$ cat src/common/ids_macros.svh
`ifndef IDS_MACROS_SVH
`define IDS_MACROS_SVH

`define IDS_DATA_WIDTH       64
`define IDS_CTRL_WIDTH       8

// slot count must stay a power of two, index wraps
`define IDS_NUM_SLOTS        8
`define IDS_SLOT_DEPTH       32

`define IDS_HEADER_WORDS     3   // zero-ctrl words after the first word
`define IDS_FIFO_DEPTH_BITS  2

`endif

$ cat src/common/ids_pkg.sv
`default_nettype none

`include "ids_macros.svh"

package ids_pkg;

	typedef struct packed {
		logic [`IDS_CTRL_WIDTH-1:0] ctrl;
		logic [`IDS_DATA_WIDTH-1:0] data;
	} word_t;

	// word as written into a slot
	typedef struct packed {
		word_t word;
		logic  last;  // closing word of the packet
	} slot_word_t;

	typedef logic [$clog2(`IDS_NUM_SLOTS)-1:0] slot_idx_t;

	typedef enum logic [1:0] {
		START,
		HEADER,
		PAYLOAD
	} parse_state_e;

	typedef enum logic [1:0] {
		EMPTY,
		FILLING,
		FULL,
		DRAINING
	} slot_state_e;

endpackage

`default_nettype wire

$ cat src/logic/output_arbiter.sv
`timescale 1ns/10ps
`default_nettype none

`include "ids_macros.svh"

module output_arbiter (
	input  wire logic                       clk,
	input  wire logic                       reset,
	input  wire logic [`IDS_NUM_SLOTS-1:0]  slot_ready,
	input  ids_pkg::word_t                  slot_head [`IDS_NUM_SLOTS],
	output logic [`IDS_NUM_SLOTS-1:0]       slot_re,
	input  wire logic                       out_rdy,
	output ids_pkg::word_t                  out_word,
	output logic                            out_wr
);

	ids_pkg::slot_idx_t cur;  // next slot to drain
	logic cur_ready;
	logic was_ready;
	logic pop;

	assign cur_ready = slot_ready[cur];
	assign pop = cur_ready && out_rdy;

	assign slot_re = {{(`IDS_NUM_SLOTS-1){1'b0}}, pop} << cur;
	assign out_word = slot_head[cur];
	assign out_wr = pop;

	// ready dropping on the current slot marks its last word gone
	always_ff @(posedge clk) begin
		if (reset) begin
			cur <= '0;
			was_ready <= 1'b0;
		end else begin
			was_ready <= cur_ready;
			if (was_ready && !cur_ready)
				cur <= cur + 1'b1;  // same order as dispatch
		end
	end

endmodule

`default_nettype wire

$ cat config.mk
export PLATFORM = sky130hd
export DESIGN_NAME = output_arbiter
export DESIGN_NICKNAME = d
export VERILOG_FILES = /design/src/common/ids_pkg.sv /design/src/logic/output_arbiter.sv
export VERILOG_INCLUDE_DIRS = /design/src /design/src/common
export SDC_FILE = /design/constraint.sdc
export NUM_CORES = 1
export LEC_CHECK = 0
export ABC_AREA = 1
export BUFFER_PORTS_ARGS = -buffer_cell sky130_fd_sc_hd__buf_2
export CELL_PAD_IN_SITES_DETAIL_PLACEMENT = 1
export CELL_PAD_IN_SITES_GLOBAL_PLACEMENT = 1
export CORE_AREA = 5 5 255 257
export DETAILED_ROUTE_END_ITERATION = 8
export DIE_AREA = 0 0 260 262
export PLACE_DENSITY = 0.44
export REMOVE_ABC_BUFFERS = 1
export SLEW_MARGIN = 0
export SYNTH_ARGS = -nofsm -noshare
export SYNTH_HDL_FRONTEND = slang
export SYNTH_SLANG_ARGS = --single-unit
$ cat constraint.sdc
create_clock -name clk -period 2.9 [get_ports clk]
set_input_delay 0.29 -clock clk [delete_from_list [all_inputs] [get_ports clk]]
set_output_delay 0.29 -clock clk [all_outputs]
set_load 0.02 [all_outputs]
=== Word level (Yosys, flattened, before mapping) ===
Cells that the tools add are included.

* Register bits after elaboration: 4
* Latch bits: 0
* Memory bits (writable): 0
* ROM bits: 0
* Input bits: 587
* Output and inout bits: 81
* Memories: 0

* $add $sub $neg: 1
* Multiply operators: 0
* Divide/modulo/power cells: 0
* Magnitude comparators: 2
* Equal/unequal tests: 0
* Shifts and indexed selects: 1
* Mux-type cells: 5
* Bitwise gates (word level): 1
* Reductions and logical operators: 3

{| class="wikitable"
|+ Operator list
! kind !! number
|-
| 72-bit binary-select mux with 3-bit select || 1
|-
| 72-bit two-way mux || 2
|-
| 1-bit by 3-bit << shifter with 8-bit output || 1
|-
| 4-bit greater-or-equal comparator (second input constant) || 1
|-
| 3-bit by 4-bit < comparator with 1-bit output (second input constant) || 1
|-
| 3-bit NOT with 4-bit output || 1
|-
| 3-bit by 1-bit adder with 3-bit output (second input constant) || 1
|-
| 1-bit binary-select mux with 3-bit select || 1
|-
| 1-bit logical AND || 2
|-
| 1-bit logical NOT || 1
|-
| 1-bit two-way mux || 1
|}

=== Depth between registers and ports, before layout ===
* Depth in word-level cells: 4
* Mapped depth: 11
* Mapped depth without buffers: 8

=== Worst setup path before layout ===
OpenSTA, ideal clock, no wires.

* Path kind: register to output
* Start point: register cur[0]
* End point: output out_word[27] in the netlist's numbering
* Data arrival time: 1485 ps
* Data required time: 2610 ps
* Slack: 1125 ps
* Stages on the path, launching flop included: 9
* Path buffers: 4
* Path through: dfxtp_1 buf_6 buf_6 buf_4 buf_4 nor2_1 nor2_1 o21ai_0 a31oi_1

{| class="wikitable"
|+ RTL lines
! what !! line !! source
|-
| from (decl) || output_arbiter.sv:17 || <nowiki>ids_pkg::slot_idx_t cur;</nowiki>
|-
| from (signal assigned) || output_arbiter.sv:37 || <nowiki>cur <= cur + 1'b1;</nowiki>
|-
| to (decl) || output_arbiter.sv:13 || <nowiki>output ids_pkg::word_t out_word,</nowiki>
|}

==> reports/metrics.cfg <==
[setup_path]
crit_path_max_incr_delay_ns = 0.67
critical_path_arrival_ns = 2.42
start_kind = register
cp_slowest_cell = dfxtp_4
crit_required_ns = 2.61
path_max_fanout = 26
cp-end-kind = output pin
crit_type = register to output pin
crit_family = buffers and inverters
cp_cell_sequence = buf_4, nand2_1, nand2_1, a21oi_1, a31oi_1, buf_4, buf_2
crit_buf_inv = 3

[logic_synthesis]
synth_cells = 1186
yosys_warnings = 0
synth_seq_cells = 4
synth_common_cells = nor2_1, nand2_1, o21ai_0, a21oi_1, a31oi_1
synthTopCellsByArea = nor2_1, o21ai_0, nand2_1
synthFlopType = dfxtp_1
ys_seq_area_share_pct = 1.48
synth_area_leader_cell = nor2_1
yosysTopAreaCellShare_pct = 25.9
syn-mean-instance-area_sq_um = 4.55
ys_types = 21
synth_edf_count = 0
synth-async-reset-ratio_pct = 0
syn_area_sq_mm = 0.00540
yosysMostFrequentCell = nor2_1

[layout]
drive_gt1_share_pct = 40.7
final_area_sq_mm = 0.00973
area.sequential_sq_um = 91.3
fillCellCount = 8227
layout.nets = 2376
syn_to_final_growth_pct = 80.2
multi_input_area_sq_mm = 0.00465

[sta]
fin_crit_sh_pct = 93.4
fin_skew_ns = 0.000964
setup_violations = 0
period_needed_ns = 2.71
final_hold_viol_count = 0
fin_worst_hold_slack_ns = 0.260
maxSlewHeadroom_pct = 61.6
slew_viol_final = 0
rsz0062_at_grt = no
tightest_slew_ns = 0.576
clock.fmax_mhz = 369

[global_route]
grt_start_max_net_pins = 87
antenna_found_initial = 9
grt_pass1_vias = 10900
grt_pass1_wl_um = 66200
grt_use_total_pct = 12.3
grt_overflow_total = 0

[flow_run]
maxCapViolCount = 0

[drt]
routed_wl_um = 46900
num_vias = 10400
postRouteAntennaNets = 0
vias_per_cell = 3.95
drt_iter0_markers = 663
drc_errors = 0
dr.pass1.iters = 4
drt-wirelength-per-cell_um = 17.8

[outcome]
status = finished, final reports clean

[place]
gp_congestion = 0.851
dpl-instance-area_sq_mm = 0.00963
dpl.hpwl_um = 38000
io_buffers = 667

[cts]
clock-sinks = 4
cts_resized = 0
cts_hold_buf = 0
post_cts_buffers = 0
cts_buffer_depth = 2
cts_tree = built
cts-root-buf = clkbuf_16
clk_pin_slew_ns = 0.03
insertion_delay_ns = 0.22
h-tree-depth = 1
cts_buffers = 3

[power_and_ir_drop]
p_comb_share_pct = 87.3
vdd_ir_drop_max_uv = 165
seqPwrFrac_pct = 4.0
p_sw_mw = 1.47
intPower_mw = 1.08
switching_share_pct = 57.5
p_per_area_mw_per_mm2 = 262
p_clk_share_pct = 8.7
leakagePower_nw = 4.92

[floorplan]
die_y_um = 262
boundaryPins = 668
rows = 92
initial_core_util_pct = 8.64
die-area_sq_mm = 0.0681
core_area_sq_mm = 0.0625
die_w_um = 260

[hold_path]
hold_path.class = input port to register

-- final timing paths --
kind	cells after the start	from	end	slack [ns]
worst max-delay path	7	cur[0]	out_word[47]	0.19
worst min register to register	2	was_ready	cur[0]	0.58
worst max register to register	8	cur[0]	cur[1]	0.97
worst min-delay path	2	reset	cur[2]	0.26
-- registers in the layout, indices dropped and copies added (netlist names) --
signal,flops
was_ready,1
cur,3
-- power by group through the flow --
stage | sequential [mW] | combinational [mW] | clock, mW
2_1_floorplan | 0.186 | 1.11 | 0
3_3_place_gp | 0.106 | 2.25 | 0
3_5_place_dp | 0.107 | 2.26 | 0
4_1_cts | 0.106 | 2.27 | 0.227
5_1_grt | 0.107 | 2.47 | 0.231
6_report | 0.101 | 2.22 | 0.222
-- placed cells by master, fill, tap and decap left out, drive strengths merged --
master,n
a31oi,72
o21ai,290
buf,710
ha,1
inv,14
nand2,233
nand4,4
clkbuf,4
diode,9
nand3,8
dfxtp,4
a21oi,74
nor2,373
-- layout make-up --
cell class                 instances  area share, %
antenna                            9          0.231
clock buffer                       4          0.810
inverter                          14          0.694
multi-input combinational       1055           47.8
sequential                         4          0.938
tap                              846           10.9
timing repair buffer             710           38.6
-- kinds of logic (layout without fill, tap and decap cells) --
kind of cell	count (synthesis)	in the layout	synth area share, %
flip-flops	4	4	1.48
other	0	9	0
adder cells (fa/ha/maj)	1	1	0.232
AND/OR/NAND/NOR	618	618	43.9
buffers and inverters	127	728	12.3
AO/OA/AOI/OAI	436	436	42.1
-- worst reg2reg max path, stage by stage, from the launching register on --
cell     delay, ns
dfxtp_4       0.67
inv_8         0.25
buf_4         0.29
nand2_2       0.07
nand3_1       0.08
nand3_1       0.15
nand2_2       0.11
a21oi_1       0.14
nor2_1        0.06
-- layer usage --
metal / wire length, um / share of wire (%) / GRT usage (%)
met1: 19100 / 41 / 15.0
met2: 24300 / 52 / 23.3
met3: 3170 / 6.8 / 2.23
met4: 293 / 0.62 / 1.44
met5: 32 / 0.068 / 0
-- per-stage QoR --
step / TNS, ns / utilization [%] / power [mW] / setup slack, ns / cells
6_report: 0 / 15.6 / 2.55 / 0.190 / 2642
5_1_grt: 0 / 15.6 / 2.80 / 0.0256 / 2639
4_1_cts: 0 / 15.5 / 2.60 / 0.175 / 2633
3_5_place_dp: 0 / 15.4 / 2.37 / 0.410 / 2629
3_3_place_gp: 0 / 15.4 / 2.36 / 0.372 / 2629
2_1_floorplan: -501.30 / - / 1.30 / -6.51 / 1073
No activity file was read; power rests on OpenSTA's default activity.
