==> src/common/ids_macros.svh <==
`ifndef IDS_MACROS_SVH
`define IDS_MACROS_SVH

`define IDS_DATA_WIDTH       64
`define IDS_CTRL_WIDTH       8

// slot count must stay a power of two, index wraps
`define IDS_NUM_SLOTS        8
`define IDS_SLOT_DEPTH       32

`define IDS_HEADER_WORDS     3   // zero-ctrl words after the first word
`define IDS_FIFO_DEPTH_BITS  2

`endif

==> src/common/ids_pkg.sv <==
`default_nettype none

`include "ids_macros.svh"

package ids_pkg;

	typedef struct packed {
		logic [`IDS_CTRL_WIDTH-1:0] ctrl;
		logic [`IDS_DATA_WIDTH-1:0] data;
	} word_t;

	// word as written into a slot
	typedef struct packed {
		word_t word;
		logic  last;  // closing word of the packet
	} slot_word_t;

	typedef logic [$clog2(`IDS_NUM_SLOTS)-1:0] slot_idx_t;

	typedef enum logic [1:0] {
		START,
		HEADER,
		PAYLOAD
	} parse_state_e;

	typedef enum logic [1:0] {
		EMPTY,
		FILLING,
		FULL,
		DRAINING
	} slot_state_e;

endpackage

`default_nettype wire

==> src/packet_slot/packet_slot.sv <==
`timescale 1ns/10ps
`default_nettype none

`include "ids_macros.svh"

module packet_slot (
	input  wire logic           clk,
	input  wire logic           reset,
	input  ids_pkg::slot_word_t wdata,
	input  wire logic           we,
	input  wire logic           re,
	output logic                free,
	output logic                ready,
	output ids_pkg::word_t      head
);

	localparam int PTR_W = $clog2(`IDS_SLOT_DEPTH);

	ids_pkg::word_t mem [`IDS_SLOT_DEPTH];
	logic [PTR_W-1:0] wr_ptr;
	logic [PTR_W-1:0] rd_ptr;
	logic [PTR_W-1:0] last_ptr;  // where the closing word sits
	ids_pkg::slot_state_e state;

	assign free = (state == ids_pkg::EMPTY);
	assign ready = (state == ids_pkg::FULL) || (state == ids_pkg::DRAINING);
	assign head = mem[rd_ptr];

	always_ff @(posedge clk) begin
		if (we) begin
			mem[wr_ptr] <= wdata.word;
		end
	end

	always_ff @(posedge clk) begin
		if (reset) begin
			state <= ids_pkg::EMPTY;
			wr_ptr <= '0;
			rd_ptr <= '0;
			last_ptr <= '0;
		end else begin
			case (state)
				ids_pkg::EMPTY, ids_pkg::FILLING: begin
					if (we) begin
						wr_ptr <= wr_ptr + 1'b1;
						if (wdata.last) begin
							last_ptr <= wr_ptr;
							state <= ids_pkg::FULL;
						end else begin
							state <= ids_pkg::FILLING;
						end
					end
				end
				ids_pkg::FULL, ids_pkg::DRAINING: begin
					if (re) begin
						if (rd_ptr == last_ptr) begin
							// whole packet gone, rewind for the next one
							state <= ids_pkg::EMPTY;
							wr_ptr <= '0;
							rd_ptr <= '0;
						end else begin
							rd_ptr <= rd_ptr + 1'b1;
							state <= ids_pkg::DRAINING;
						end
					end
				end
				default: state <= ids_pkg::EMPTY;
			endcase
		end
	end

endmodule

`default_nettype wire

==> config.mk <==
export PLATFORM = sky130hd
export DESIGN_NAME = packet_slot
export DESIGN_NICKNAME = d
export VERILOG_FILES = /design/src/common/ids_pkg.sv /design/src/packet_slot/packet_slot.sv
export VERILOG_INCLUDE_DIRS = /design/src /design/src/common
export SDC_FILE = /design/constraint.sdc
export NUM_CORES = 2
export LEC_CHECK = 0
export ABC_AREA = 1
export BUFFER_PORTS_ARGS = -buffer_cell sky130_fd_sc_hd__buf_2
export CORE_UTILIZATION = 30
export DETAILED_ROUTE_END_ITERATION = 10
export PLACE_DENSITY = 0.45
export SYNTH_ARGS = -nofsm -noshare
export SYNTH_HDL_FRONTEND = slang
export SYNTH_SLANG_ARGS = --single-unit
==> constraint.sdc <==
create_clock -name clk -period 12.1 [get_ports clk]
set_input_delay 1.815 -clock clk [delete_from_list [all_inputs] [get_ports clk]]
set_output_delay 1.815 -clock clk [all_outputs]
set_load 0.02 [all_outputs]
; After elaboration in Yosys (flattened, before gate mapping)
; Memory sizes are Yosys's and may differ from the RTL's. A register that Yosys moved wholly into a read port is not among the register bits.
; Cells that the tools add are included.
[classes]
add_sub_neg = 2
n_eq_ne = 7
mux = 14
n_reduce_logical = 8
[ops]
columns = operator, n
row1 = $mux 5, 6
row2 = $add 5x1->5 const B, 2
row3 = $pmux 5 s2, 1
row4 = $mux 2, 4
row5 = $ne 2x2->1 const B, 3
row6 = $reduce_and 3->1, 2
row7 = $eq 5x5->1, 1
row8 = $eq 2x2->1 const B, 2
row9 = $pmux 2 s2, 1
row10 = $reduce_and 2->1, 2
row11 = $reduce_or 2->1, 2
row12 = $eq 2x1->1 const B, 1
row13 = $logic_not 2->1, 1
row14 = $mux 1, 2
row15 = $logic_or 1x1->1, 1
[totals]
ff_bits = 17
mem_bits_rw = 2304
in_bits = 77
output_inout_bits = 74
wordCells = 36
mem_count = 1
[mem_list]
columns = name, depth, word_bits, rd, rd_clocked_by_memory_dff, wr, line_no
row1 = mem, 32, 72, 1, 1, 1, packet_slot.sv:19  ; ids_pkg::word_t mem [`IDS_SLOT_DEPTH];

; Logic depth before layout (Yosys ltp)
[depth]
word_depth = 5
ltp_mapped = 12
mapped_depth_nobuf = 9

; Least setup slack after synthesis
; Ideal clock, no wire load.
[synth_timing]
path_kind = input-to-reg
startpoint = input we
endpoint = memory mem[15][0] (netlist bit) (enable)
setup_time_ns = 0.503
arrival_ns = 5.002
required_ns = 11.597
path_slack_ns = 6.595
cell_stages = 2
n_path_buf = 0
path_cell_list = nand2_1 -> nor2_1
[synth_via]
elab_chain_len = 2
[synth_lines]
columns = item, line_no
row1 = "start, declared", packet_slot.sv:10  ; input wire logic we,
row2 = $mux 1, packet_slot.sv:30  ; if (we) begin
row3 = $mux 1 (implied by the code), packet_slot.sv:31  ; mem[wr_ptr] <= wdata.word;
row4 = "end, declared", packet_slot.sv:19
; Every way passes these cells.

==> results.ini <==
[worst_setup_path]
start_kind = register
cpMostUsedCell = nand3_1
max_stage_delay_ns = 0.83
worstPathMaxFanout = 192
crit_path_end_kind = output pin
critical-path-top-delay-family = buffers and inverters
crit_type = register to output pin
slowest_stage = buf_4
critPathBufInv = 5
required_ns = 10.28
path_cells = buf_12 > buf_4 > buf_4 > buf_4 > nand2_1 > nand3_1 > nand3_1 > nand3_1 > nand3_1 > nand2_1 > buf_2
crit_arrival_ns = 5.98

[cells_and_area]
final_cell_area_sq_um = 106000
multi_input_area_sq_um = 20700
fill_cells = 30300
drive_gt1_share_pct = 8.40
final_cells = 12000
register_area_sq_um = 69600
syn2layout_area_growth_pct = 13.9
final_net_count = 7698

[clock_tree]
tritoncts = done
clk_transition_reported_paths_ns = 0.06
root_buffer = clkbuf_16
cts_buffers = 269
cts_setup_buffers = 0
worstSkewPairLatency_ns = 0.92
postCtsHoldBufs = 0
cts_sinks = 2326
cts.repair.resized = 0
clockBufferDepth = 4
htree_levels = 5

[floorplan]
core-area_sq_um = 309000
start_util_pct = 30.1
num_rows = 204
io_pins = 151
dieHeight_microns = 559
dieArea_sq_um = 312000
dieWidth_microns = 559

[logic_synthesis]
synthCells = 7582
ys.flop_type = edfxtp_1
yosys.cell_types.count = 25
syn_area_per_cell_sq_um = 12.3
ys.warnings.count = 0
synth_most_common_cell = nand2_1
synth-edff-count = 2304
async_flop_share_pct = 0
mappedNetlistArea_sq_um = 93000
synth.largest_area_cell = edfxtp_1
synth_nets = 7664
synth_area_leaders = edfxtp_1, nand3_1, nand2_1
seq_area_frac_synth_pct = 74.9
ys_ff_latch = 2326
synth_common_cells = nand2_1, edfxtp_1, nand3_1
yosysTopAreaCellShare_pct = 74.4

[timing]
clock.fmax_mhz = 128
rsz0062_at_grt = no
relSlewSlack_pct = 16.5
fin_tns_setup_ns = 0
finalMaxSlewViolations = 0
period_minus_slack_ns = 7.80
finalHoldViolations = 0
fin_crit_sh_pct = 64.4
setup_viol = 0
timing.hold.ws_ns = 0.477
finClkSkew_ns = 0.0662
worstMarginPinSlew_ns = 1.25

[route]
firstDrtPassIters = 6
wirelength_mm = 300
ant_nets = 0
num_vias = 59700
drt_iter0_markers = 5744
post-route-drc-count = 0
wl_per_cell_microns = 25.1
vias_per_cell = 4.99

[global_route]
grt_antenna_before_repair = 40
grt_usage_pct = 18.8
overflow = 0
grt_pass1_wl_mm = 426
grt_pass1_vias = 57900
grt_max_degree = 222

[job]
max-cap-violations = 0

[place]
port_buffers = 150
gp_congestion = 0.729
dp_hpwl_mm = 135
placed_area_sq_um = 97500
placed_cells = 11500

[power_and_ir_drop]
p_total_w = 0.0178
power.density_nw_per_um2 = 168
ir_drop_mv = 0.0967
leakagePower_nw = 36.3

[hold_path]
hp-class = register to register

[outcome]
status = completed

## metrics by stage
step | setup slack, ns | utilization, %
detailed placement | 5.13 | 31.6
global route | 3.84 | 34.3
global placement | 5.15 | 31.6
finish | 4.30 | 34.3
CTS | 4.20 | 34.3
floorplan | 6.60 | -
## area by class of cell
cell class | count | area share [%]
Sequential cell | 2326 | 65.8
Multi-Input combinational cell | 4687 | 19.5
Clock buffer | 338 | 6.72
Tap cell | 4120 | 4.87
Timing Repair Buffer | 259 | 1.66
Clock inverter | 141 | 1.15
Inverter | 73 | 0.292
Antenna cell | 11 | 0.0260
## worst register-to-register path, cell delays in order, from the launching register on
cell	delay (ns)
dfxtp_1	0.46
ha_1	0.25
nand2_1	0.46
nor2_4	1.07
buf_4	0.70
buf_4	0.87
## metal layers
layer	wire length [microns]	track usage, %	up-vias
met5	149	0	-
met4	6560	4.40	24
li1	-	-	27100
met1	134000	26.2	30300
met2	140000	30.6	1880
met3	19000	3.25	398
## registers in the layout, indices dropped and copies added (netlist names), named ones only
| signal | count |
|---|---|
| wr_ptr | 5 |
| last_ptr | 5 |
| rd_ptr | 5 |
| mem | 2304 |
| state | 2 |
## final timing paths
| path | startpoint | endpoint | slack, ns | cells after the start |
|---|---|---|---|---|
| max | register | head[56] | 4.30 | 11 |
| min | last_ptr[1]$_SDFFE_PP0P_ | last_ptr[1]$_SDFFE_PP0P_ | 0.48 | 2 |
| max reg2reg | wr_ptr[0]$_SDFFE_PP0P_ | mem[23][34]$_DFFE_PP_ | 7.87 | 5 |
| min reg2reg | last_ptr[1]$_SDFFE_PP0P_ | last_ptr[1]$_SDFFE_PP0P_ | 0.48 | 2 |
## logic make-up after synthesis
kind of cell / count (synthesis) / synth area share (%)
and+or+nand+nor: 4559 / 21.2
DFF: 2326 / 74.9
buffers and inverters: 569 / 3.17
AOI/OAI and AO/OA: 119 / 0.647
adders and majority gates: 5 / 0.0673
xor gates and xnor gates: 4 / 0.0377
## power breakdown
part	internal, W	leakage, nW	switching [W]	total [W]
Sequential	0.00893	20.9	0.0000253	0.00896
Clock	0.00447	4.07	0.00333	0.00780
Combinational	0.000249	11.3	0.000782	0.00103
Total	0.0137	36.3	0.00413	0.0178
## cells in the final DEF (no fill, tap or decap)
cell type / n
inv_6: 10
xor2_1: 2
inv_16: 2
buf_12: 15
clkinvlp_4: 2
a21oi_1: 60
xnor2_1: 2
clkinv_8: 3
o21ai_0: 56
nand3_1: 2053
buf_4: 94
dfxtp_1: 17
bufinv_16: 13
inv_1: 68
nand2_1: 2449
clkinv_4: 2
nor3_1: 2
clkinv_1: 60
a21boi_0: 1
nor3b_1: 1
nand4_1: 4
clkinv_2: 44
ha_1: 5
clkbuf_1: 63
buf_2: 150
o31ai_1: 1
o22ai_1: 1
edfxtp_1: 2304
clkbuf_16: 275
nor2_4: 32
dfxtp_4: 5
clkinv_16: 6
diode_2: 11
inv_8: 4
and2_1: 4
nand3b_1: 1
nor2_1: 13
(Power assumes the default switching activity.)
