### config.mk
export PLATFORM = sky130hd
export DESIGN_NAME = input_fifo
export DESIGN_NICKNAME = d
export VERILOG_FILES = /design/src/common/ids_pkg.sv /design/src/logic/input_fifo.sv
export VERILOG_INCLUDE_DIRS = /design/src /design/src/common
export SDC_FILE = /design/constraint.sdc
export NUM_CORES = 1
export LEC_CHECK = 0
export BUFFER_PORTS_ARGS = -buffer_cell sky130_fd_sc_hd__buf_2
export CAP_MARGIN = 20
export CORE_MARGIN = 4
export CORE_UTILIZATION = 59
export CTS_BUF_LIST = sky130_fd_sc_hd__clkbuf_2
export CTS_CLUSTER_SIZE = 16
export DETAILED_ROUTE_END_ITERATION = 16
export PLACE_DENSITY = 0.91
export SLEW_MARGIN = 20
export SYNTH_ARGS = -nofsm -noshare
export SYNTH_HDL_FRONTEND = slang
export SYNTH_SLANG_ARGS = --single-unit
### constraint.sdc
create_clock -name clk -period 4 [get_ports clk]
set_clock_uncertainty 0.2 [all_clocks]
set_input_delay 0.4 -clock clk [delete_from_list [all_inputs] [get_ports clk]]
set_output_delay 0.4 -clock clk [all_outputs]
set_load 0.05 [all_outputs]
### src/common/ids_macros.svh
`ifndef IDS_MACROS_SVH
`define IDS_MACROS_SVH

`define IDS_DATA_WIDTH       64
`define IDS_CTRL_WIDTH       8

// slot count must stay a power of two, index wraps
`define IDS_NUM_SLOTS        8
`define IDS_SLOT_DEPTH       32

`define IDS_HEADER_WORDS     3   // zero-ctrl words after the first word
`define IDS_FIFO_DEPTH_BITS  2

`endif

### src/common/ids_pkg.sv
`default_nettype none

`include "ids_macros.svh"

package ids_pkg;

	typedef struct packed {
		logic [`IDS_CTRL_WIDTH-1:0] ctrl;
		logic [`IDS_DATA_WIDTH-1:0] data;
	} word_t;

	// word as written into a slot
	typedef struct packed {
		word_t word;
		logic  last;  // closing word of the packet
	} slot_word_t;

	typedef logic [$clog2(`IDS_NUM_SLOTS)-1:0] slot_idx_t;

	typedef enum logic [1:0] {
		START,
		HEADER,
		PAYLOAD
	} parse_state_e;

	typedef enum logic [1:0] {
		EMPTY,
		FILLING,
		FULL,
		DRAINING
	} slot_state_e;

endpackage

`default_nettype wire

### src/logic/input_fifo.sv
`timescale 1ns/10ps
`default_nettype none

`include "ids_macros.svh"

module input_fifo #(
	parameter int DEPTH_BITS = `IDS_FIFO_DEPTH_BITS
) (
	input  wire logic          clk,
	input  wire logic          reset,
	input  ids_pkg::word_t     din,
	input  wire logic          wr_en,
	input  wire logic          rd_en,
	output ids_pkg::word_t     dout,
	output logic               empty,
	output logic               nearly_full
);

	localparam int DEPTH = 2 ** DEPTH_BITS;

	ids_pkg::word_t mem [DEPTH];
	logic [DEPTH_BITS-1:0] wr_ptr;
	logic [DEPTH_BITS-1:0] rd_ptr;
	logic [DEPTH_BITS:0] count;
	logic do_wr;
	logic do_rd;

	assign do_wr = wr_en && (count != (DEPTH_BITS+1)'(DEPTH));
	assign do_rd = rd_en && !empty;

	assign dout = mem[rd_ptr];  // head visible before the read
	assign empty = (count == '0);
	assign nearly_full = (count >= (DEPTH_BITS+1)'(DEPTH - 1));

	always_ff @(posedge clk) begin
		if (do_wr) begin
			mem[wr_ptr] <= din;
		end
	end

	always_ff @(posedge clk) begin
		if (reset) begin
			wr_ptr <= '0;
			rd_ptr <= '0;
			count <= '0;
		end else begin
			if (do_wr)
				wr_ptr <= wr_ptr + 1'b1;
			if (do_rd)
				rd_ptr <= rd_ptr + 1'b1;
			if (do_wr && !do_rd)
				count <= count + 1'b1;
			else if (do_rd && !do_wr)
				count <= count - 1'b1;
		end
	end

endmodule

`default_nettype wire

-- Yosys cells after proc, flatten, opt, wreduce, memory -nomap -nowiden
Memories as Yosys holds them, arrays and structs flattened. A register that Yosys moved wholly into a read port is not among the register bits.
Cells that the tools add are included.
Widths: inputs -> output; s select.
- memories kept: 1
- memory bits (writable): 288
- output and inout bits: 74
- input bits: 76
- register bits: 7
- order comparisons: 1
- reduce and logical (&&, ||, !) cells: 9
- muxes and demuxes: 6
- equality and inequality tests: 1
- add/subtract/negate cells: 4
- memories (memory ; depth ; width ; rd ports ; clocked after Yosys merged registers in ; wr ports ; RTL line ; RTL):
    mem ; 4 ; 72 ; 1 ; 1 ; 1 ; input_fifo.sv:21 ; ids_pkg::word_t mem [DEPTH];
- operators with widths (cell ; number):
    $mux 3 ; 2
    $add 2x1->2 const B ; 2
    $logic_and 1x1->1 ; 4
    $mux 2 ; 2
    $add 3x1->3 const B ; 1
    $ge 3x2->1 const B ; 1
    $logic_not 1->1 ; 3
    $logic_not 3->1 ; 1
    $ne 3x3->1 const B ; 1
    $sub 3x1->3 const B ; 1
    $mux 1 ; 2
    $reduce_bool 2->1 ; 1

-- Longest topological paths before layout
- word-level depth: 6
- gate-level depth with buffers: 8
- gate-level depth less buffers: 8

-- Worst setup path before layout
No wires, ideal clock.
- kind: flip-flop to flip-flop
- from: register count[0]
- to: memory mem[0][0] (netlist bit) (enable)
- path buffers: 0
- cell stages (with the launch flop): 4
- data arrival time: 2.508 ns
- required time: 3.362 ns
- clock period less this slack: 3.145 ns
- library setup time: 0.438 ns
- path slack: 0.855 ns
- cells stage by stage: dfxtp_1 -> nor2_1 -> a21boi_2 -> and2_1
- cells in the longest elaborated chain, start to end: 4
- RTL lines (element ; RTL line ; RTL):
    from (decl) ; input_fifo.sv:24 ; logic [DEPTH_BITS:0] count;
    from (signal assigned) ; input_fifo.sv:52 ; count <= count + 1'b1;
    from (signal assigned) ; input_fifo.sv:54 ; count <= count - 1'b1;
    $ne 3x3->1 ; input_fifo.sv:28 ; assign do_wr = wr_en && (count != (DEPTH_BITS+1)'(DEPTH));
    $logic_and 1x1->1 ; input_fifo.sv:28 ;
    via do_wr ; input_fifo.sv:25 ; logic do_wr;
    $mux 1 ; input_fifo.sv:36 ; if (do_wr) begin
    $mux 1 (implied by the code) ; input_fifo.sv:37 ; mem[wr_ptr] <= din;
    to (decl) ; input_fifo.sv:21 ;
The timed path passes the listed nets, and every way through them passes these cells.

==> impl_metrics.json <==
{
  "run_status": "complete, no violations",
  "setup.reg_to_reg.worst_slack_ns": 1.52,
  "switching_power_total_mw": 3.27,
  "drive_gt1_share_pct": 45.0,
  "finalHoldViolCount": 0,
  "clock_sinks": 297,
  "power.density_nw_per_um2": 660,
  "layout_min_cycle_time_ns": 3.10,
  "netlist.area_leader.share_pct": 79.1,
  "grt_util_all_layers_pct": 20.2,
  "synth.avg_cell_area_um2": 25.8,
  "worstSetupStartpointType": "flip-flop",
  "rsz_0062_raised_after_global_routing": "no",
  "rows": 49,
  "grt_start_max_net_pins": 73,
  "first_global_vias": 5876,
  "drt_first_iter_violations": 293,
  "cts_root_buffer_type": "clkbuf_2",
  "wire_length_of_the_first_global_routing_pass_um": 31400,
  "cts_max_path_buffers": 3,
  "synthesis.nets": 506,
  "yosys-top-cells-area": "edfxtp_1 (79%), mux4_2 (14%), dfxtp_1 (1.6%)",
  "peakVddDrop_mv": 0.459,
  "final_estimated_routing_congestion_in_global_placement": 0.728,
  "share_clk_of_total_power_pct": 21.2,
  "cts.hold.buffers_added": 75,
  "insertedDiodeCount": 0,
  "cts_resized": 0,
  "grt_antenna_before_repair": 0,
  "cts_setup_buffers": 0,
  "ant_nets": 0,
  "drt_pre_antenna_iters": 4,
  "vias_per_cell": 5.42,
  "top_level_port_count": 150,
  "total_leakage_power_nw": 4.68,
  "critical_path_required_ns": 3.40,
  "clock_input_transition_at_the_sequential_cells_of_the_worst_setup_and_hold_paths_ns": 0.12,
  "synth_seq_cells": 297,
  "final_core_util_pct": 73.4,
  "dpl_cell_area_um2": 11800,
  "fin_tns_setup_ns": 0,
  "netlist_instances": 424,
  "dpl.hpwl_um": 10700,
  "worst_hold_slack_ns": 0.208,
  "setup_viol_count_final": 0,
  "cts_tree": "yes",
  "detail_route.drc_violations": 0,
  "die_height_um": 144,
  "flow.area_growth_from_synthesis_pct": 21.3,
  "cts_max_level": 3,
  "min_path_type": "primary input to flip-flop",
  "slew-limit-headroom_pct": 28.6,
  "design.core.area_um2": 18100,
  "maxCapViolCount": 0,
  "detailedPlace.worstSlack_ns": 1.49,
  "cp-end-kind": "output pin",
  "pwr-share-comb_pct": 33.9,
  "portBuffers": 149,
  "synth.largest_area_cell": "edfxtp_1",
  "sw_frac_of_total_pct": 37.4,
  "dieArea_um2": 20800,
  "fillers": 1015,
  "p_int_mw": 5.49,
  "worst-endpoint-arrival_ns": 2.50,
  "post_detailed_routing_wire_length_um": 20300,
  "number_of_pins_exceeding_their_max_slew_limit_in_the_final_report": 0,
  "synth.distinct_cells": 25,
  "wire_per_inst_um": 20.6,
  "fraction_of_the_yosys_area_taken_by_sequential_cells_pct": 80.7,
  "worst-path-max-fanout": 72,
  "tightest_slew_ns": 1.07,
  "max_freq_mhz": 323,
  "seq_power_share_pct": 44.8,
  "clk_latency_ns": 0.73,
  "grt.overflow.total": 0,
  "finalNetCount": 789,
  "synth.cell_area_um2": 10900,
  "floorplan.initialDensity_pct": 60.5,
  "postLayoutCellArea_um2": 13300,
  "timing.setup.critical_path_class": "flip-flop to output pin",
  "min_period_over_period_pct": 77.4,
  "numCtsBuffers": 70,
  "routed-via-count": 5360,
  "post-route-worst-setup-slack_ns": 0.902,
  "chipWidth_um": 144,
  "yosys_warnings": 0
}
## final timing paths
check	from	end	cells past startpoint
min reg2reg	rd_ptr[0]	flip-flop	2
max reg2reg	count[0]	mem[2][53]	3
max	flip-flop	dout[64]	3
min	din[26]	mem[0][26]	2
## cell usage in the layout, fill, tap and decap left out, types with 3 or more instances in the layout
cell | Yosys | routed
clkbuf_2 | 0 | 105
mux4_2 | 70 | 70
dfxtp_1 | 9 | 7
and2_4 | 0 | 4
buf_2 | 7 | 149
xor2_1 | 4 | 4
inv_1 | 3 | 3
nor2_1 | 8 | 8
clkinv_1 | 0 | 14
edfxtp_1 | 288 | 288
dlygate4sd3_1 | 0 | 75
inv_2 | 0 | 3
ha_1 | 5 | 5
## registers in the layout, indices dropped and copies added (netlist names), named ones only
register and cells:
wr_ptr 2, rd_ptr 2, count 3, mem 288
## cell type report
type,count,area [µm²],share of cell area (%)
Clock buffer,105,526,3.96
Tap cell,229,287,2.16
Sequential cell,297,8840,66.6
Clock inverter,20,104,0.783
Inverter,3,11.3,0.0849
Timing Repair Buffer,228,1590,12.0
Multi-Input combinational cell,107,1910,14.4
## per-layer routing
metal	vias to the layer above	track usage (%)	wire length, µm
met1	2710	24.8	7700
met5	-	0	0
li1	2423	-	-
met2	196	34.9	10900
met3	31	5.69	1340
met4	0	6.92	390
## critical path: stages, from the launching register on
cell	delay, ns
dfxtp_4	0.36
buf_12	0.40
mux4_1	0.65
buf_2	0.23
## synthesized netlist by cell type
library cell / n
a21boi_2: 1
a21o_1: 1
a21oi_1: 1
and2_1: 4
buf_12: 7
buf_2: 7
buf_6: 1
clkbuf_1: 2
dfxtp_1: 9
edfxtp_1: 288
fa_1: 1
ha_1: 5
inv_1: 3
mux2_2: 1
mux2i_1: 2
mux4_1: 2
mux4_2: 70
nand2b_1: 2
nor2_1: 8
nor3_1: 1
o21ai_0: 1
o311ai_0: 1
o31ai_1: 1
or3_1: 1
xor2_1: 4
## kinds of logic after synthesis
kind of cell	after synthesis	share of synthesized area, %
adders and majority gates	6	0.755
muxes	75	15.2
DFF	297	80.7
AOI/OAI and AO/OA	6	0.412
buffers and inverters	20	1.88
xor gates and xnor gates	4	0.320
and+or+nand+nor	16	0.721
## stage by stage
| stage | std cells | power (mW) |
|---|---|---|
| CTS | 986 | 8.84 |
| floorplan | 424 | 6.40 |
| global placement | 786 | 6.86 |
| global route | 989 | 9.18 |
| finish | 989 | 8.76 |
| detailed placement | 786 | 6.93 |
## power by group through the flow
| stage | combinational, mW | sequential (mW) | clock [mW] |
|---|---|---|---|
| 4_1_cts | 2.98 | 3.94 | 1.92 |
| 3_3_place_gp | 2.88 | 3.97 | 0 |
| 3_5_place_dp | 2.92 | 4.01 | 0 |
| 6_report | 2.97 | 3.93 | 1.86 |
| 5_1_grt | 3.13 | 3.95 | 2.09 |
| 2_1_floorplan | 2.48 | 3.92 | 0 |
(Power assumes the default switching activity.)
