===== src/common/ids_macros.svh =====
`ifndef IDS_MACROS_SVH
`define IDS_MACROS_SVH

`define IDS_DATA_WIDTH       64
`define IDS_CTRL_WIDTH       8

// slot count must stay a power of two, index wraps
`define IDS_NUM_SLOTS        8
`define IDS_SLOT_DEPTH       32

`define IDS_HEADER_WORDS     3   // zero-ctrl words after the first word
`define IDS_FIFO_DEPTH_BITS  2

`endif


===== src/common/ids_pkg.sv =====
`default_nettype none

`include "ids_macros.svh"

package ids_pkg;

	typedef struct packed {
		logic [`IDS_CTRL_WIDTH-1:0] ctrl;
		logic [`IDS_DATA_WIDTH-1:0] data;
	} word_t;

	// word as written into a slot
	typedef struct packed {
		word_t word;
		logic  last;  // closing word of the packet
	} slot_word_t;

	typedef logic [$clog2(`IDS_NUM_SLOTS)-1:0] slot_idx_t;

	typedef enum logic [1:0] {
		START,
		HEADER,
		PAYLOAD
	} parse_state_e;

	typedef enum logic [1:0] {
		EMPTY,
		FILLING,
		FULL,
		DRAINING
	} slot_state_e;

endpackage

`default_nettype wire


===== src/logic/packet_dispatcher.sv =====
`timescale 1ns/10ps
`default_nettype none

`include "ids_macros.svh"

module packet_dispatcher (
	input  wire logic                       clk,
	input  wire logic                       reset,
	input  ids_pkg::word_t                  head,
	input  wire logic                       empty,
	output logic                            rd_en,
	input  wire logic [`IDS_NUM_SLOTS-1:0]  slot_free,
	output ids_pkg::slot_word_t             slot_wdata,
	output logic [`IDS_NUM_SLOTS-1:0]       slot_we,
	output logic [31:0]                     num_packets_in
);

	localparam int HDR_CNT_W = $clog2(`IDS_HEADER_WORDS + 1);

	ids_pkg::parse_state_e state;
	ids_pkg::parse_state_e state_nxt;
	logic [HDR_CNT_W-1:0] hdr_cnt;
	logic [HDR_CNT_W-1:0] hdr_cnt_nxt;
	ids_pkg::slot_idx_t slot_idx;
	logic fwd;
	logic closing;

	always_comb begin
		state_nxt = state;
		hdr_cnt_nxt = hdr_cnt;
		rd_en = 1'b0;
		fwd = 1'b0;
		closing = 1'b0;
		if (!empty) begin
			case (state)
				ids_pkg::START: begin
					if (head.ctrl == '0) begin
						rd_en = 1'b1;  // stray word between packets, dropped
					end else if (slot_free[slot_idx]) begin
						rd_en = 1'b1;
						fwd = 1'b1;
						hdr_cnt_nxt = '0;
						state_nxt = ids_pkg::HEADER;
					end
				end
				ids_pkg::HEADER: begin
					rd_en = 1'b1;
					fwd = 1'b1;
					if (head.ctrl == '0) begin
						hdr_cnt_nxt = hdr_cnt + 1'b1;
						if (hdr_cnt_nxt == HDR_CNT_W'(`IDS_HEADER_WORDS))
							state_nxt = ids_pkg::PAYLOAD;
					end
				end
				ids_pkg::PAYLOAD: begin
					rd_en = 1'b1;
					fwd = 1'b1;
					if (head.ctrl != '0) begin
						closing = 1'b1;  // end of packet
						state_nxt = ids_pkg::START;
					end
				end
				default: state_nxt = ids_pkg::START;
			endcase
		end
	end

	assign slot_wdata.word = head;
	assign slot_wdata.last = closing;
	assign slot_we = {{(`IDS_NUM_SLOTS-1){1'b0}}, fwd} << slot_idx;

	always_ff @(posedge clk) begin
		if (reset) begin
			state <= ids_pkg::START;
			hdr_cnt <= '0;
			slot_idx <= '0;
			num_packets_in <= '0;
		end else begin
			state <= state_nxt;
			hdr_cnt <= hdr_cnt_nxt;
			if (closing) begin
				slot_idx <= slot_idx + 1'b1;  // wraps
				num_packets_in <= num_packets_in + 32'd1;
			end
		end
	end

endmodule

`default_nettype wire


===== config.mk =====
export PLATFORM = sky130hd
export DESIGN_NAME = packet_dispatcher
export DESIGN_NICKNAME = d
export VERILOG_FILES = /design/src/common/ids_pkg.sv /design/src/logic/packet_dispatcher.sv
export VERILOG_INCLUDE_DIRS = /design/src /design/src/common
export SDC_FILE = /design/constraint.sdc
export NUM_CORES = 1
export LEC_CHECK = 0
export BUFFER_PORTS_ARGS = -buffer_cell sky130_fd_sc_hd__buf_2
export CORE_UTILIZATION = 45
export DETAILED_ROUTE_END_ITERATION = 10
export GPL_ROUTABILITY_DRIVEN = 0
export PLACE_DENSITY = 0.94
export SLEW_MARGIN = 0
export SYNTH_ARGS = -nofsm -noshare
export SYNTH_HDL_FRONTEND = slang
export SYNTH_SLANG_ARGS = --single-unit

===== constraint.sdc =====
create_clock -name clk -period 3.7 [get_ports clk]
set_input_delay 0.37 -clock clk [delete_from_list [all_inputs] [get_ports clk]]
set_output_delay 0.37 -clock clk [all_outputs]
set_load 0.005 [all_outputs]

Word level (Yosys, flattened, before mapping)
Cells that the tools add are included.
{ "word_totals": {"register_bits": 39, "latch_bits": 0, "mem_bits_rw": 0, "rom_bits": 0, "out_inout_bits": 114, "wordCells": 47, "memories": 0} }
{ "op_classes": {"addsub": 3, "mul": 0, "n_div": 0, "magnitude_cmp": 1, "n_eq_ne": 8, "shift": 1, "mux": 22, "bitwise": 1, "reduce_logical": 7} }
{ "op_table": {"columns": ["op", "count"], "rows": [
  ["adder 32 x 1 -> 32 bit (second input constant)", 1],
  ["2-to-1 mux 2 bit", 8],
  ["!= test 2 bit (second input constant)", 5],
  ["2-to-1 mux 1 bit", 9],
  ["logical NOT 8 bit", 1],
  ["nonzero test 8 bit", 1],
  ["left shift 1 x 3 -> 8 bit", 1],
  ["one-hot mux 2 bit (3 select lines)", 1],
  ["AND reduction 6 bit", 1],
  ["AND reduction 5 bit", 1],
  ["equality test 2 bit (second input constant)", 2],
  ["less-than comparator 3 x 4 -> 1 bit (second input constant)", 1],
  ["one-hot mux 1 bit (2 select lines)", 2],
  ["one-hot mux 2 bit (2 select lines)", 1],
  ["adder 3 x 1 -> 3 bit (second input constant)", 1],
  ["binary-select mux 1 bit (select 3 bit)", 1],
  ["adder 2 x 1 -> 2 bit (second input constant)", 1],
  ["equality test 2 x 1 -> 1 bit (second input constant)", 1],
  ["logical NOT 2 bit", 1],
  ["nonzero test 2 bit", 1],
  ["OR reduction 2 bit", 1],
  ["NOT 1 bit", 1]
]} }

Logic depth before layout (Yosys ltp)
{ "logic_depth": {"word_depth": 7, "depth_mapped": 8, "mapped_depth_nobuf": 7} }

Least setup slack after synthesis
No wires, ideal clock.
{ "synth_timing": {"path_kind": "flip-flop to output port", "start": "register slot_idx[0]", "end": "output slot_we[0]", "arrival_time_ns": 1.641, "slack_ns": 1.689, "path_stages_with_launch": 7, "path_cell_list": "dfxtp_1 > buf_6 > mux4_2 > mux2_4 > a31o_4 > nand3b_2 > nor3_1"} }
{ "synth_via": {"elab_chain_cells": 7} }
{ "synth_lines": {"columns": ["item", "line_no", "text"], "rows": [
  ["start: declaration", "packet_dispatcher.sv:24", "ids_pkg::slot_idx_t slot_idx;"],
  ["start signal: assignment", "packet_dispatcher.sv:82", "slot_idx <= slot_idx + 1'b1;"],
  ["binary-select mux 1 bit (select 3 bit)", "packet_dispatcher.sv:39", "end else if (slot_free[slot_idx]) begin"],
  ["2-to-1 mux 1 bit (not written as such)", "packet_dispatcher.sv:39", null],
  ["2-to-1 mux 1 bit", "packet_dispatcher.sv:39", null],
  ["2-to-1 mux 1 bit", "packet_dispatcher.sv:37", "if (head.ctrl == '0) begin"],
  ["one-hot mux 1 bit (2 select lines)", "packet_dispatcher.sv:35", "case (state)"],
  ["2-to-1 mux 1 bit", "packet_dispatcher.sv:34", "if (!empty) begin"],
  ["left shift 1 x 3 -> 8 bit *", "packet_dispatcher.sv:70", "assign slot_we = {{(`IDS_NUM_SLOTS-1){1'b0}}, fwd} << slot_idx;"],
  ["end: declaration", "packet_dispatcher.sv:14", "output logic [`IDS_NUM_SLOTS-1:0] slot_we,"]
]} }
Every way passes the cells marked *; elsewhere a longest branch is shown, timed or not. The select of a mux whose other input is x is not followed.

Worst setup path after layout
Same ends and word-level chain as after synthesis.

==> results by group <==
Status
  – Outcome: complete, no violations

Synth
  – Ys Warns: 0
  – Post-Synthesis Cells: 325
  – Yosys cell types: 49
  – Seq/Total Area, Yosys: 27.9%
  – Net Count, Synth: 415
  – Synth Flop Type: dfxtp_1
  – Post-Syn Area: between 2000 and 3000 um^2
  – Avg Cell Area, Syn: roughly 8.6 um^2
  – Synth async-reset ratio: 0%
  – Post-synth EDFFs: 0
  – Number of synthesized register bits: 39

Setup path
  – CP arrival: 2250 ps
  – CP startpoint: slot_idx[0]
  – Worst r2r path cells: 7
  – CP Class: reg2out
  – Worst r2r src: state[0]
  – Reg2reg end: num_packets_in[3]
  – Critical path required time: approximately 3300 ps
  – Setup crit end: slot_we[0]
  – Worst setup SP type: flop
  – Crit path capture type: output pin
  – Max FO, Critical Path: 9
  – R2r setup slk: 1510 ps

Drt
  – Drt total wl: between 6 and 7 mm
  – Via density: 5.69
  – Initial drt markers: 97
  – Pre-antenna DRT Iters: 4
  – Vias after detailed routing: 2238
  – Antenna viol nets, final: 0
  – Wire length per cell: 15.6 um
  – Residual DRC count: 0

Clock tree
  – CTS root buffer: clkbuf_8
  – Clock-pin slew on the worst setup and hold paths: 80 ps
  – Clock tree buffer depth: 2
  – TritonCTS clock tree: built
  – H-tree depth: 2
  – Hold buffers post-CTS: 0
  – Clock sinks: 39
  – Cts repair resizes: 0
  – Num CTS Buffers: 5
  – # Post-CTS Setup Buffers: 0
  – Clk_lat worst skew: 290 ps

Layout
  – Final cell utilization of the core: 46.4%
  – Final net count: 407
  – Syn-to-layout area delta: -1.34%
  – Share of post-route cells with drive strength above 1: about a third
  – Non-Filler Instances: 393
  – N_diodes: 0
  – Fill count: 571

Power and ir drop
  – Pwr dens: 328 nW/um^2
  – Worst vdd ir: 0.220 mV
  – Leakage power total: approximately 1.1 nW

Floorplanning
  – Die Area: about 6500 um^2
  – Initial Util: 47.0%
  – IO Count: between 150 and 200
  – Die Wd: approximately 81 um
  – Core footprint: roughly 6000 um^2
  – Core Rows: 28
  – Die Y-Extent: 80.9 um

STA
  – Final period utilization: between 70 and 80%
  – Pins over their slew limit: 0
  – Final Hold Viols: 0
  – Max Freq: roughly 0.38 GHz
  – RSZ-0062 raised after global routing: no
  – Post-route setup slack: around 1100 ps
  – Min Tclk post-route: about 2600 ps
  – Min Hold Slack: 486 ps
  – Setup_tns: 0 ps
  – Worst slew pin tran: between 1000 and 1500 ps
  – Final setup vio count: 0
  – Worst Clk Skew: 5.49 ps
  – Rel. slew slack: just under 30%

Run
  – Max cap viols: 0

GRT
  – Vias in the first global route: 2063
  – Initial antenna violation count: 0
  – First-pass GRT wire length: 9.63 mm
  – Grt ovf: 0
  – Total GRT Usage: 18.9%
  – Pin count of the biggest net entering global routing: 40

Min path
  – Hold Path Stages: 2
  – Min-delay worst type: reg2reg

Placement
  – Place WS: 1400 ps
  – Dpl cells: 385
  – Number of I/O port buffers: 68
  – Detailed placer's ending HPWL: 4.51 mm
## worst max-delay path, cell delays in order (launching register included)
cell and delay [ps]:
dfxtp_1 530, mux4_2 550, mux2_4 320, a31o_4 260, nand3b_2 100, nor3_1 50
buf_2 140
## cell usage after synthesis, types with 2 or more instances
master	instances	area [um^2]
dfxtp_1	39	781
nand2b_1	2	12.5
a31oi_1	2	12.5
o21ai_0	2	10.0
mux2i_1	3	30.0
and4_1	9	78.8
or4_4	2	22.5
inv_1	10	37.5
nand2_1	11	41.3
nor4_1	7	43.8
nand3_1	16	80.1
nand4_1	7	43.8
nor3_1	4	20.0
xor2_1	9	78.8
or4_1	2	15.0
buf_4	73	548
ha_1	7	87.6
clkbuf_1	5	18.8
a211oi_1	3	22.5
xnor2_1	20	175
nor4_2	2	25.0
a21oi_1	6	30.0
buf_2	3	15.0
nor2_1	43	161
mux4_2	2	45.0
or3_1	2	12.5
buf_6	2	22.5
o21ai_1	3	15.0
nor3_2	9	90.1
## power breakdown
group          internal, mW  switching [mW]  leakage [nW]
clock network         0.270           0.159        0.0654
registers             0.420         0.00112         0.314
logic                0.0246          0.0323         0.722
## per-stage QoR
| step | power (mW) | area (um^2) |
|---|---|---|
| 2_1_floorplan | 0.526 | 2800 |
| 3_3_place_gp | 0.487 | 2630 |
| 3_5_place_dp | 0.488 | 2630 |
| 4_1_cts | 0.910 | 2760 |
| 5_1_grt | 0.938 | 2760 |
| 6_report | 0.907 | 2760 |
## flip-flops by register name, summed over array words and instances, names as in the netlist
signal and cells:
hdr_cnt 2, num_packets_in 32, slot_idx 3, state 2
## worst min-delay path by stage
stage,start,end
final,num_packets_in[31],num_packets_in[31]
after global routing,num_packets_in[31],num_packets_in[31]
after CTS,num_packets_in[31],num_packets_in[31]
after detailed placement,num_packets_in[31],num_packets_in[31]
after global placement,num_packets_in[31],num_packets_in[31]
after floorplan,num_packets_in[31],num_packets_in[31]
## cell usage in the layout (no fill, tap or decap), types with 2 or more instances in the layout
cell and n:
nand2_1 11, bufinv_16 2, nand2b_1 2, clkbuf_8 5, xor2_1 9, nor3_1 4
ha_1 7, nor2_1 43, a21oi_1 6, and4_1 9, o21ai_1 3, mux4_2 2
xnor2_1 20, buf_2 68, inv_1 10, nor4_1 7, nand3_1 16, or4_1 2
mux2i_1 3, o21ai_0 2, dfxtp_1 39, or3_1 2, nand4_1 7, nor3_2 9
nor4_2 2, a31oi_1 2, or4_4 2, a211oi_1 3
## routing by layer
layer | part of all wire [%] | track usage [%]
met1 | 40 | 21.5
met2 | 49 | 32.4
met3 | 8.1 | 5.17
met4 | 2.9 | 9.82
met5 | 0 | 0
## area by class of cell
| type | count | area [um^2] | share of cell area, % |
|---|---|---|---|
| clock inverter | 2 | 60.1 | 2.17 |
| clock buffer | 6 | 72.6 | 2.63 |
| multi-input combinational | 193 | 1380 | 49.9 |
| inverter | 10 | 37.5 | 1.36 |
| tap | 75 | 93.8 | 3.40 |
| timing repair buffer | 68 | 340 | 12.3 |
| sequential | 39 | 781 | 28.2 |
## cells by family after synthesis
group / count (synthesis) / synth area share (%)
adders and majority gates: 7 / 3.13
xor gates and xnor gates: 29 / 9.07
and+or+nand+nor: 126 / 26.8
buffers and inverters: 93 / 22.9
AOI/OAI and AO/OA: 25 / 7.01
DFF: 39 / 27.9
muxes: 6 / 3.22
Power figures use the tool's default switching activity.
